`src/procPkg.sv`:
```
package procPkg;

  localparam int numRegs    = 8;  // R0..R7
  localparam int instrWidth = 9;  // low din bits taken as instruction
  localparam int idxWidth   = 3;  // bits per register index

  // instruction field positions, opcode in the top bits
  localparam int opMsb = 8;
  localparam int opLsb = 6;
  localparam int xMsb  = 5;  // destination / first operand
  localparam int xLsb  = 3;
  localparam int yMsb  = 2;  // source / second operand
  localparam int yLsb  = 0;

  // 100..111 fall outside the enum and act as no-ops
  typedef enum logic [2:0] {
    opMv  = 3'b000,  // Rx <- Ry
    opMvi = 3'b001,  // Rx <- next din word
    opAdd = 3'b010,  // Rx <- Rx + Ry
    opSub = 3'b011   // Rx <- Rx - Ry
  } opcodeT;

  typedef enum logic [1:0] {
    stepT0 = 2'b00,  // idle, waits for run
    stepT1 = 2'b01,
    stepT2 = 2'b10,
    stepT3 = 2'b11
  } stepT;

  typedef logic [idxWidth-1:0]   regIdxT;  // register index
  typedef logic [instrWidth-1:0] instrT;   // opcode | x | y

endpackage

```
`src/procControl.sv`:
```
module procControl (
  input  logic                            clock,
  input  logic                            rstN,
  input  logic                            run,     // start request, seen only in T0
  input  logic [procPkg::instrWidth-1:0]  din,     // low bits of top-level din
  output logic                            done,    // last step of instruction
  output logic [procPkg::numRegs-1:0]     regIn,   // one-hot register write enable
  output logic [procPkg::numRegs-1:0]     regOut,  // one-hot register bus select
  output logic                            aIn,     // load A from bus
  output logic                            gIn,     // load G from adder
  output logic                            gOut,    // G drives bus
  output logic                            dinOut,  // din drives bus
  output logic                            addSub   // 0 add, 1 subtract
);

  procPkg::stepT   step;      // current step
  procPkg::stepT   stepNext;
  procPkg::instrT  instr;     // instruction register
  procPkg::opcodeT opcode;
  procPkg::regIdxT xIdx;
  procPkg::regIdxT yIdx;
  logic [procPkg::numRegs-1:0] xHot;  // decoded x
  logic [procPkg::numRegs-1:0] yHot;  // decoded y
  logic accept;                       // run taken this cycle
  logic isArith;                      // add or sub

  // instruction fields
  assign opcode = procPkg::opcodeT'(instr[procPkg::opMsb:procPkg::opLsb]);
  assign xIdx   = instr[procPkg::xMsb:procPkg::xLsb];
  assign yIdx   = instr[procPkg::yMsb:procPkg::yLsb];

  assign accept  = (step == procPkg::stepT0) && run;  // busy steps ignore run
  assign isArith = (opcode == procPkg::opAdd) || (opcode == procPkg::opSub);

  // register index to one-hot
  always_comb begin
    xHot       = '0;
    yHot       = '0;
    xHot[xIdx] = 1'b1;
    yHot[yIdx] = 1'b1;
  end

  // instruction register
  always_ff @(posedge clock) begin
    if (!rstN) begin
      instr <= '0;
    end else if (accept) begin
      instr <= din;  // captured on the run edge
    end
  end

  // step counter
  always_comb begin
    stepNext = step;
    if (accept) begin
      stepNext = procPkg::stepT1;
    end else if (done) begin
      stepNext = procPkg::stepT0;  // back to idle after done cycle
    end else if (step != procPkg::stepT0) begin
      stepNext = procPkg::stepT'(step + 2'd1);
    end
  end

  always_ff @(posedge clock) begin
    if (!rstN) begin
      step <= procPkg::stepT0;
    end else begin
      step <= stepNext;
    end
  end

  // control decode, all low in T0
  always_comb begin
    done   = 1'b0;
    regIn  = '0;
    regOut = '0;
    aIn    = 1'b0;
    gIn    = 1'b0;
    gOut   = 1'b0;
    dinOut = 1'b0;
    addSub = 1'b0;
    case (step)
      procPkg::stepT1: begin
        case (opcode)
          procPkg::opMv: begin
            regOut = yHot;  // Ry onto bus
            regIn  = xHot;  // into Rx
            done   = 1'b1;
          end
          procPkg::opMvi: begin
            dinOut = 1'b1;  // immediate word on din
            regIn  = xHot;
            done   = 1'b1;
          end
          procPkg::opAdd,
          procPkg::opSub: begin
            regOut = xHot;  // first operand into A
            aIn    = 1'b1;
          end
          default: begin
            done = 1'b1;    // no-op, nothing written
          end
        endcase
      end
      procPkg::stepT2: begin
        if (isArith) begin
          regOut = yHot;    // second operand straight to adder
          gIn    = 1'b1;
          addSub = (opcode == procPkg::opSub);
        end
      end
      procPkg::stepT3: begin
        if (isArith) begin
          gOut  = 1'b1;     // result back over bus
          regIn = xHot;
          done  = 1'b1;
        end
      end
      default: begin
        done = 1'b0;        // idle
      end
    endcase
  end

endmodule

```
`src/regBank.sv`:
```
module regBank #(
  parameter int dataWidth = 16
) (
  input  logic                                   clock,
  input  logic                                   rstN,
  input  logic [dataWidth-1:0]                   bus,     // shared bus
  input  logic [procPkg::numRegs-1:0]            regIn,   // one-hot write enable
  output logic [procPkg::numRegs*dataWidth-1:0]  regData  // R7..R0 packed, R0 lowest
);

  logic [dataWidth-1:0] regs [procPkg::numRegs];  // R0..R7

  // write from bus at end of enabled cycle
  always_ff @(posedge clock) begin
    if (!rstN) begin
      for (int i = 0; i < procPkg::numRegs; i++) begin
        regs[i] <= '0;
      end
    end else begin
      for (int i = 0; i < procPkg::numRegs; i++) begin
        if (regIn[i]) begin
          regs[i] <= bus;
        end
      end
    end
  end

  // every register presented to the bus mux
  for (genvar g = 0; g < procPkg::numRegs; g++) begin : gPack
    assign regData[g*dataWidth +: dataWidth] = regs[g];
  end

endmodule

```
`src/addSubUnit.sv`:
```
module addSubUnit #(
  parameter int dataWidth = 16
) (
  input  logic                 clock,
  input  logic                 rstN,
  input  logic [dataWidth-1:0] bus,     // second operand in T2
  input  logic                 aIn,     // load A
  input  logic                 gIn,     // load G
  input  logic                 addSub,  // 0 add, 1 subtract
  output logic [dataWidth-1:0] gData    // G toward bus mux
);

  logic [dataWidth-1:0] aReg;    // first operand
  logic [dataWidth-1:0] gReg;    // result
  logic [dataWidth-1:0] result;  // wraps mod 2^dataWidth

  assign result = addSub ? (aReg - bus) : (aReg + bus);

  always_ff @(posedge clock) begin
    if (!rstN) begin
      aReg <= '0;
      gReg <= '0;
    end else begin
      if (aIn) begin
        aReg <= bus;  // T1 of add/sub
      end
      if (gIn) begin
        gReg <= result;  // T2 of add/sub
      end
    end
  end

  assign gData = gReg;

endmodule

```
`src/busMux.sv`:
```
module busMux #(
  parameter int dataWidth = 16
) (
  input  logic [procPkg::numRegs-1:0]            regOut,   // one-hot register select
  input  logic [procPkg::numRegs*dataWidth-1:0]  regData,  // packed R0..R7
  input  logic                                   gOut,     // select G
  input  logic [dataWidth-1:0]                   gData,
  input  logic                                   dinOut,   // select din
  input  logic [dataWidth-1:0]                   din,
  output logic [dataWidth-1:0]                   bus
);

  // and-or over ten sources
  // zero when nothing selected
  always_comb begin
    bus = '0;
    for (int i = 0; i < procPkg::numRegs; i++) begin
      bus |= regData[i*dataWidth +: dataWidth] & {dataWidth{regOut[i]}};
    end
    bus |= gData & {dataWidth{gOut}};  // adder result
    bus |= din & {dataWidth{dinOut}};  // mvi immediate
  end

endmodule

```
`src/multicycleProc.sv`:
```
module multicycleProc #(
  parameter int dataWidth = 16  // word width of datapath
) (
  input  logic                 clock,
  input  logic                 rstN,
  input  logic [dataWidth-1:0] din,   // instruction or immediate
  input  logic                 run,
  output logic                 done,
  output logic [dataWidth-1:0] bus    // shared bus, visible outside
);

  logic [procPkg::numRegs-1:0]           regIn;    // register write enables
  logic [procPkg::numRegs-1:0]           regOut;   // register bus selects
  logic [procPkg::numRegs*dataWidth-1:0] regData;  // packed R0..R7
  logic [dataWidth-1:0]                  gData;    // G register
  logic                                  aIn;
  logic                                  gIn;
  logic                                  gOut;
  logic                                  dinOut;
  logic                                  addSub;

  procControl control_i (
    .clock  (clock),
    .rstN   (rstN),
    .run    (run),
    .din    (din[procPkg::instrWidth-1:0]),  // instruction bits only
    .done   (done),
    .regIn  (regIn),
    .regOut (regOut),
    .aIn    (aIn),
    .gIn    (gIn),
    .gOut   (gOut),
    .dinOut (dinOut),
    .addSub (addSub)
  );

  regBank #(.dataWidth(dataWidth)) regBank_i (
    .clock   (clock),
    .rstN    (rstN),
    .bus     (bus),
    .regIn   (regIn),
    .regData (regData)
  );

  addSubUnit #(.dataWidth(dataWidth)) addSub_i (
    .clock  (clock),
    .rstN   (rstN),
    .bus    (bus),
    .aIn    (aIn),
    .gIn    (gIn),
    .addSub (addSub),
    .gData  (gData)
  );

  busMux #(.dataWidth(dataWidth)) busMux_i (
    .regOut  (regOut),
    .regData (regData),
    .gOut    (gOut),
    .gData   (gData),
    .dinOut  (dinOut),
    .din     (din),
    .bus     (bus)
  );

endmodule

```
`config.mk`:
```
export PLATFORM = sky130hd
export DESIGN_NAME = multicycleProc
export DESIGN_NICKNAME = d
export VERILOG_FILES = /design/src/procPkg.sv /design/src/procControl.sv /design/src/regBank.sv /design/src/addSubUnit.sv /design/src/busMux.sv /design/src/multicycleProc.sv
export SDC_FILE = /design/constraint.sdc
export NUM_CORES = 1
export LEC_CHECK = 0
export BUFFER_PORTS_ARGS = -buffer_cell sky130_fd_sc_hd__buf_4
export CORE_ASPECT_RATIO = 0.5
export CORE_MARGIN = 2
export CORE_UTILIZATION = 37
export CTS_CLUSTER_DIAMETER = 150
export CTS_CLUSTER_SIZE = 12
export DETAILED_ROUTE_END_ITERATION = 8
export HOLD_SLACK_MARGIN = 0.12
export PLACE_DENSITY = 0.5
export SYNTH_ARGS = -nofsm -noshare
export SYNTH_HDL_FRONTEND = slang
export SYNTH_SLANG_ARGS = --single-unit
```
`constraint.sdc`:
```
create_clock -name clock -period 6.6 [get_ports clock]
set_input_delay 0.99 -clock clock [delete_from_list [all_inputs] [get_ports clock]]
set_output_delay 0.99 -clock clock [all_outputs]
set_load 0.05 [all_outputs]
```
* Word level (Yosys, flattened, before mapping)
Memories as Yosys holds them, arrays and structs flattened.
Cells that the tools add are included.
** Cells by class
- Reductions and logical operators :: 11
- $lt $le $gt $ge :: 4
- Bitwise operators :: 28
- Add/subtract/negate cells :: 3
- Equality and inequality tests :: 6
- Mux-type cells :: 58
** Operators with widths (count)
- 16-bit AND :: 10
- 16-bit two-way mux :: 9
- 16-bit OR :: 9
- 8-bit case mux with 2 select lines :: 3
- 1-bit two-way mux :: 40
- 8-bit two-way mux :: 3
- 16-bit adder :: 1
- 16-bit subtractor :: 1
- 3-bit by 4-bit less-than comparator with 1-bit output (second input constant) :: 2
- 1-bit OR :: 8
- 1-bit demux with 3-bit select :: 2
- 3-bit by 2-bit equality test with 1-bit output (second input constant) :: 2
- 3-bit by 1-bit greater-or-equal comparator with 1-bit output (second input constant) :: 2
- 2-bit equality test (second input constant) :: 2
- 2-bit OR reduction :: 2
- 3-bit by 1-bit equality test with 1-bit output (second input constant) :: 1
- 1-bit logical AND :: 3
- 3-bit zero test :: 1
- 3-bit nonzero test :: 1
- 3-bit OR reduction :: 1
- 2-bit by 1-bit adder with 2-bit output (second input constant) :: 1
- 2-bit by 1-bit equality test with 1-bit output (second input constant) :: 1
- 2-bit zero test :: 1
- 1-bit case mux with 2 select lines :: 1
- 3 further kinds :: 3
** Storage, ports and cells
- Register bits :: 43
- Memories kept :: 1
- Memory bits (writable) :: 128
- Input port bits :: 19
- Word-level logic and storage cells :: 116
- Output and inout port bits :: 17
** Memory list
- regBank_i.regs :: depth 8, bits a word 16, rd ports 8, clocked after memory_dff 0, wr ports 8, RTL line regBank.sv:11 : logic [dataWidth-1:0] regs [procPkg::numRegs];

* Depth between registers and ports, before layout
Gate-level depths: netlist of the first run.
- Word-level depth :: 18
- Mapped depth :: 26
- Depth with buffers taken out :: 22

* Modules after synthesis
A second synthesis of the first run with hierarchy kept.
** Second synthesis, totals
- Cell total of the unflattened synthesis :: 720
- Area, all modules :: 8518.2 µm²
** By module, submodules not included
- regBank :: area each 4762.1 µm², times used 1, cells each 267
- addSubUnit :: area each 2055.7 µm², times used 1, cells each 239
- busMux :: area each 923.4 µm², times used 1, cells each 116
- procControl :: area each 777.0 µm², times used 1, cells each 98

* Worst setup path after synthesis of the first run
No wires, ideal clock.
- Path type :: reg-to-reg
- Start :: register control_i.step[0]
- End :: register addSub_i.gReg[14], in the netlist addSub_i.gData[14]
- Data required time :: 6.538 ns
- Data arrival time :: 5.169 ns
- Period minus slack after synthesis :: 5.231 ns
- Setup time :: 0.062 ns
- Path slack :: 1.369 ns
- Cell stages (with the launch flop) :: 25
- Cell sequence :: dfxtp_1 -> inv_1 -> ha_1 -> clkbuf_1 -> nand2_1 -> a2111oi_4 -> o21ai_0 -> nand4_1 -> or3_1 -> clkbuf_1 -> inv_1 -> ha_1 -> nor2_1 -> xnor2_1 -> ha_1 -> a21o_1 -> a21oi_1 -> nor2b_1 -> o21a_1 -> o22a_1 -> nand4_1 -> a31oi_1 -> a31oi_1 -> or4b_2 -> nand3_1
** On the way
- Cells in the longest elaborated chain, start to end :: 14
- Elaborated cells on any way between the ends :: 30
** Ends and longest elaborated chain
- start, declared :: RTL line procControl.sv:16 : procPkg::stepT step;
- start signal, assigned :: RTL line procControl.sv:66 : step <= procPkg::stepT0;
- start signal, assigned :: RTL line procControl.sv:68 : step <= stepNext;
- 2-bit equality test or 2-bit by 1-bit equality test with 1-bit output (tied branches) :: RTL line procControl.sv:82 : case (step)
- 8-bit case mux with 2 select lines :: RTL line procControl.sv:82
- 16-bit AND :: RTL line busMux.sv:18 : bus |= regData[i*dataWidth +: dataWidth] & {dataWidth{regOut[i]}};
- 16-bit OR (7 in a row) :: RTL line busMux.sv:18
- 16-bit OR :: RTL line busMux.sv:20 : bus |= gData & {dataWidth{gOut}};
- 16-bit OR * :: RTL line busMux.sv:21 : bus |= din & {dataWidth{dinOut}};
- net bus[0] :: RTL line multicycleProc.sv:9 : output logic [dataWidth-1:0] bus
- 16-bit adder or 16-bit subtractor (tied branches) :: RTL line addSubUnit.sv:17 : assign result = addSub ? (aReg - bus) : (aReg + bus);
- 16-bit two-way mux * :: RTL line addSubUnit.sv:17
- end signal, assigned :: RTL line addSubUnit.sv:28 : gReg <= result;
- end, declared :: RTL line addSubUnit.sv:14 : logic [dataWidth-1:0] gReg;
The timed path passes the listed nets; every way through them passes the cells marked *.
A chain may end at the register's enable or synchronous reset.

* Worst setup path after layout of the first run
- Start :: register control_i.step[1]
- End :: register addSub_i.gReg[14], in the netlist addSub_i.gData[14]
** On the way
- Cells in the longest elaborated chain, start to end :: 14
- Elaborated cells on any way between the ends :: 30
** Ends and longest elaborated chain (RTL line)
- 2-bit equality test or 2-bit by 1-bit equality test with 1-bit output (tied branches) :: procControl.sv:82
- 8-bit case mux with 2 select lines :: procControl.sv:82
- 16-bit AND :: busMux.sv:18
- 16-bit OR (7 in a row) :: busMux.sv:18
- 16-bit OR :: busMux.sv:20
- 16-bit OR :: busMux.sv:21
- 16-bit adder or 16-bit subtractor (tied branches) :: addSubUnit.sv:17
- 16-bit two-way mux :: addSubUnit.sv:17
Several ways; a longest one is shown, not always the timed one.

==> flow_metrics.env, run 1 <==
export IMPL_vdd_ir_drop_worst_mv=0.2057
export IMPL_skew_ns=0.01141
export IMPL_tritoncts_num_buffers=17
export IMPL_seq_area_frac_synth_pct=50.03
export IMPL_gr_max_usage_layer="met2"
export IMPL_antenna_found_initial=0
export IMPL_critPathSlowestCell="a2111oi_4"
export IMPL_final_cells=1313
export IMPL_rsz0062_at_grt="false"
export IMPL_synth_top_area_share_pct=40.87
export IMPL_end_kind="flop"
export IMPL_ys_async_sr_fraction_pct=0
export IMPL_max_freq_mhz=168.4
export IMPL_yosysWarnings=0
export IMPL_dpl_instance_area_mm2=0.01005
export IMPL_final_period_utilization_pct=89.99
export IMPL_syn_inst=931
export IMPL_final_setup_viol_count=0
export IMPL_crit_path_start_kind="flop"
export IMPL_maxSlewViolCount=0
export IMPL_synth_top_cell_by_area="edfxtp_1"
export IMPL_cts_setup_buffers=0
export IMPL_tns_ns=0
export IMPL_path_buf_inv=2
export IMPL_p_leak_uw=0.003964
export IMPL_io_buffers=35
export IMPL_die_area_mm2=0.02678
export IMPL_globalRouteMet2Util_pct=38.73
export IMPL_layout_common_cells="nor2_1 (138), edfxtp_1 (128), nand2_1 (102)"
export IMPL_rows=41
export IMPL_use_met3_pct=7.935
export IMPL_nets=997
export IMPL_antennaDiodeCount=0
export IMPL_postLayoutCellArea_mm2=0.01064
export IMPL_syn_to_final_growth_pct=13.17
export IMPL_clockBufferDepth=2
export IMPL_relSlewSlack_pct=21.50
export IMPL_synth_area_mm2=0.009404
export IMPL_timing_worst_setup_path_type="flop to flop"
export IMPL_detailedRoute_firstIterationViolations=1200
export IMPL_grt_overflow_total=0
export IMPL_ys_top_cells_by_area="edfxtp_1 (41%), dfxtp_1 (9.2%), nor2_1 (5.5%), nand2_1 (4.1%), a22oi_1 (2.8%)"
export IMPL_cts_max_level=4
export IMPL_crit_arrival_ns=6.34
export IMPL_final_common_cell="nor2_1"
export IMPL_dpl_cell_count=1282
export IMPL_track_usage_pct=26.59
export IMPL_insertion_delay_ns=0.46
export IMPL_postCtsHoldBufs=0
export IMPL_pwr_share_seq_pct=33.1
export IMPL_final_layout_size_suffix_gt1_share_pct=13.21
export IMPL_start_util_pct=37.49
export IMPL_cap_violations=0
export IMPL_hp_class="flop to flop"
export IMPL_critPathMaxFanout=12
export IMPL_io_pin_count=36
export IMPL_grt_max_degree=71
export IMPL_swShare_pct=40.38
export IMPL_cpMostUsedCell="ha_1"
export IMPL_hold_viol=0
export IMPL_status="finished, final reports clean"
export IMPL_dr_pass1_iters=7
export IMPL_core_area_mm2=0.02509
export IMPL_viasPerCell=6.104
export IMPL_ys_types=77
export IMPL_clk_pin_slew_ns=0.07
export IMPL_cts_root_buf="clkbuf_16"
export IMPL_die_h_um=116.7
export IMPL_tritoncts="done"
export IMPL_num_fill_cells=2375
export IMPL_wl_um=35120
export IMPL_ctsResizeCount=0
export IMPL_p_int_uw=2388
export IMPL_p_sw_uw=1618
export IMPL_hpwl_um=23930
export IMPL_syn_area_per_cell_um2=10.10
export IMPL_wl_per_cell_um=26.74
export IMPL_synth_edf_count=128
export IMPL_worstMarginPinSlew_ns=1.177
export IMPL_cpPeakStageDelay_ns=0.80
export IMPL_pwr_share_clk_pct=26.2
export IMPL_vias=8015
export IMPL_clkSinkCount=171
export IMPL_min_period_ns=5.939
export IMPL_postRouteAntennaNets=0
export IMPL_place_gp_congestion=0.9224
export IMPL_grtUsageMet1_pct=37.92
export IMPL_drc_errors=0
export IMPL_grt_pass1_wl_um=50790
export IMPL_power_uw=4006
export IMPL_crit_family="simple AND/OR/NAND/NOR gates"
export IMPL_grt_pass1_vias=7484
export IMPL_power_frac_comb_pct=40.7
export IMPL_synth_nets=971
export IMPL_die_x_um=229.5
export IMPL_required_ns=7.00
export IMPL_ys_seq_elements=171
export IMPL_power_density_mw_per_mm2=376.4
export IMPL_cp_cell_sequence="inv_1 -> ha_1 -> or4b_1 -> a2111oi_4 -> o21ai_0 -> nand4_1 -> or3_1 -> inv_1 -> ha_1 -> nor2_1 -> xnor2_1 -> ha_1 -> a21o_1 -> a21oi_1 -> nor2b_1 -> o21a_1 -> o22a_1 -> nand4_1 -> a31oi_1 -> a31oi_1 -> or4b_2 -> nand3_1"
export IMPL_synthFlopType="edfxtp_1"
[power by group through the flow]
stage	Combinational, uW	Sequential (uW)	Clock (uW)
finish	1630	1320	1050
global route	1760	1330	1100
CTS	1600	1320	1060
detailed placement	1580	1350	0
global placement	1570	1340	0
floorplan	1140	1300	0
[layer usage]
metal	vias up	part of all wire, %
met5	-	0
met4	0	2.3
met3	71	12
met2	463	41
met1	3967	45
li1	3514	-
[registers in the layout, indices dropped and copies added (netlist names)]
register and count:
regBank_i.regs 128, addSub_i.aReg 16, addSub_i.gData 16, control_i.instr 9
control_i.step 2
[kinds of logic after synthesis]
| family | after synthesis | synth area share [%] |
|---|---|---|
| DFF | 171 | 50.03 |
| AOI/OAI and AO/OA | 191 | 15.53 |
| buffers and inverters | 90 | 4.324 |
| xor gates and xnor gates | 26 | 2.421 |
| adders and majority gates | 21 | 2.874 |
| and+or+nand+nor | 403 | 21.42 |
| muxes | 29 | 3.406 |
[Yosys cell counts, drive strengths merged (12+ instances only)]
cell type and n:
xnor2 16, a21oi 26, nor2 138, clkbuf 40, and2 18, nand2 102
a22oi 35, o21ai 25, inv 32, nand4 15, ha 20, dfxtp 43
edfxtp 128, mux2i 17, a21boi 12, nor3 17, buf 18, a222oi 12
nand3 25, nor3b 17
[through the flow]
stage / utilization [%] / hold slack (ns) / worst slack, ns
detailed placement: 40.07 / 0.4604 / 0.7422
finish: 42.43 / 0.4699 / 0.6606
global placement: 40.07 / 0.4582 / 0.8975
global route: 42.43 / 0.5004 / 0.3833
floorplan: - / 0.4407 / 1.369
CTS: 42.40 / 0.4728 / 0.6843
[tightest hold or removal path, stage by stage (launching register included)]
cell and delay, ns:
dfxtp_1 0.32, nand2_1 0.05, a21boi_0 0.06
[layout make-up]
| cell class | count | area (um^2) | share of cell area (%) |
|---|---|---|---|
| timing repair buffer | 65 | 488.0 | 4.585 |
| inverter | 32 | 120.1 | 1.129 |
| tap | 344 | 430.4 | 4.044 |
| sequential | 171 | 4705 | 44.20 |
| clock inverter | 13 | 156.4 | 1.470 |
| clock buffer | 18 | 429.2 | 4.032 |
| multi-input combinational | 670 | 4314 | 40.54 |
[worst paths after layout]
check	start	endpoint	slack, ns	cells past startpoint
max	control_i.step[1]	addSub_i.gData[14]	0.66	22
min	addSub_i.gData[11]	addSub_i.gData[11]	0.47	2
min reg2reg	addSub_i.gData[11]	addSub_i.gData[11]	0.47	2
max reg2reg	control_i.step[1]	addSub_i.gData[14]	0.66	22
No activity file was read; power rests on OpenSTA's default activity.
==> run 2: changes to the inputs <==
- CAP_MARGIN: unset -> 20
- PLACE_DENSITY: 0.5 -> 0.63
==> flow_metrics.env, run 2 (same netlist as run 1, synthesis figures left out) <==
export IMPL_cts_setup_buffers=0
export IMPL_pwr_share_seq_pct=34.4
export IMPL_power_density_mw_per_mm2=365.9
export IMPL_grt_pass1_wl_um=48670
export IMPL_syn_to_final_growth_pct=13.17
export IMPL_hp_class="flop to flop"
export IMPL_layout_common_cells="nor2_1 (138), edfxtp_1 (128), nand2_1 (102)"
export IMPL_cts_root_buf="clkbuf_16"
export IMPL_cap_violations=0
export IMPL_grt_max_degree=39
export IMPL_final_setup_viol_count=0
export IMPL_pwr_share_clk_pct=25.5
export IMPL_hold_viol=0
export IMPL_power_frac_comb_pct=40.1
export IMPL_vdd_ir_drop_worst_mv=0.2010
export IMPL_tritoncts="done"
export IMPL_end_kind="flop"
export IMPL_postCtsHoldBufs=0
export IMPL_grt_pass1_vias=7510
export IMPL_required_ns=6.99
export IMPL_die_h_um=116.7
export IMPL_viasPerCell=6.122
export IMPL_antenna_found_initial=2
export IMPL_track_usage_pct=25.02
export IMPL_io_buffers=35
export IMPL_crit_arrival_ns=6.65
export IMPL_tritoncts_num_buffers=17
export IMPL_die_area_mm2=0.02678
export IMPL_die_x_um=229.5
export IMPL_status="finished, final reports clean"
export IMPL_detailedRoute_firstIterationViolations=1221
export IMPL_num_fill_cells=2403
export IMPL_wl_um=33440
export IMPL_clockBufferDepth=2
export IMPL_place_gp_congestion=1.007
export IMPL_seq_area_mm2=0.004705
export IMPL_p_leak_uw=0.003957
export IMPL_grt_overflow_total=0
export IMPL_crit_path_start_kind="flop"
export IMPL_vias=8044
export IMPL_start_util_pct=37.49
export IMPL_core_area_mm2=0.02509
export IMPL_timing_worst_setup_path_type="flop to flop"
export IMPL_final_period_utilization_pct=94.83
export IMPL_io_pin_count=36
export IMPL_skew_ns=0.01228
export IMPL_final_layout_size_suffix_gt1_share_pct=13.21
export IMPL_largest_register_ffs=128
export IMPL_wl_per_cell_um=25.45
export IMPL_ctsResizeCount=0
export IMPL_relSlewSlack_pct=27.27
export IMPL_cts_max_level=4
export IMPL_hpwl_um=22890
export IMPL_worstMarginPinSlew_ns=1.088
export IMPL_min_period_ns=6.259
export IMPL_p_sw_uw=1579
export IMPL_place_ws_ns=0.6571
export IMPL_clkSinkCount=171
export IMPL_insertion_delay_ns=0.45
export IMPL_swShare_pct=40.54
export IMPL_tns_ns=0
export IMPL_maxSlewViolCount=0
export IMPL_postRouteAntennaNets=0
export IMPL_multi_input_area_mm2=0.004308
export IMPL_max_freq_mhz=159.8
export IMPL_rsz0062_at_grt="false"
export IMPL_drc_errors=0
export IMPL_clk_pin_slew_ns=0.07
export IMPL_p_int_uw=2315
export IMPL_rows=41
export IMPL_nets=996
export IMPL_final_common_cell="nor2_1"
export IMPL_critPathMaxFanout=12
export IMPL_dr_pass1_iters=5
export IMPL_layout_setup_ws_ns=0.3409
export IMPL_regMostFlops="regBank_i.regs"
run 2: per-stage QoR:
step                cells  cell area, um^2  hold WS, ns  utilization [%]  power, uW
floorplan             931             9404       0.4407                -       2439
global route         1313            10640       0.5113            42.42       4060
finish               1314            10640       0.4857            42.43       3894
detailed placement   1279            10030       0.4638            39.98       2863
CTS                  1311            10610       0.4840            42.28       3862
global placement     1279            10030       0.4563            39.98       2843
run 2: final timing paths:
path,from,endpoint,slack (ns),cells after the start
setup / recovery,control_i.step[1],addSub_i.gData[14],0.34,21
hold / removal,addSub_i.gData[1],addSub_i.gData[1],0.49,2
setup reg to reg,control_i.step[1],addSub_i.gData[14],0.34,21
hold reg to reg,addSub_i.gData[1],addSub_i.gData[1],0.49,2
run 2: power groups by stage:
stage	registers, uW	clock network, uW	logic (uW)
finish	1340	995	1560
global route	1340	1040	1670
CTS	1330	997	1530
detailed placement	1360	0	1510
global placement	1360	0	1490
floorplan	1300	0	1140
run 2: routing by layer:
metal  track usage [%]  up-vias  share of wire, %  routed length, um
met5                 0        -                 0                  0
li1                  -     3508                 -                  -
met3             6.689       89                12               3863
met1             34.65     3956                43              14210
met4             9.957        0               3.4               1125
met2             37.40      491                43              14230
run 2: critical path, cell delays in order (launching register included):
cell	delay, ns
dfxtp_1	0.34
inv_1	0.09
ha_1	0.42
or4b_1	0.74
a21boi_1	0.89
a32oi_1	0.21
nand4_1	0.43
inv_1	0.12
ha_1	0.28
nor2_1	0.16
xnor2_1	0.09
ha_1	0.37
a21o_1	0.16
a21oi_1	0.12
nor2b_1	0.14
o21a_1	0.15
o22a_1	0.18
nand4_1	0.15
a31oi_1	0.28
a31oi_1	0.15
or4b_2	0.65
nand3_1	0.08
run 2: layout make-up:
cell class,instances,share of cell area (%)
diodes,1,0.02351
clock buffers,17,3.997
clock inverters,15,1.423
inverters,32,1.129
multi-input cells,670,40.48
flip-flops and latches,171,44.20
well taps,344,4.044
repair buffers,64,4.703
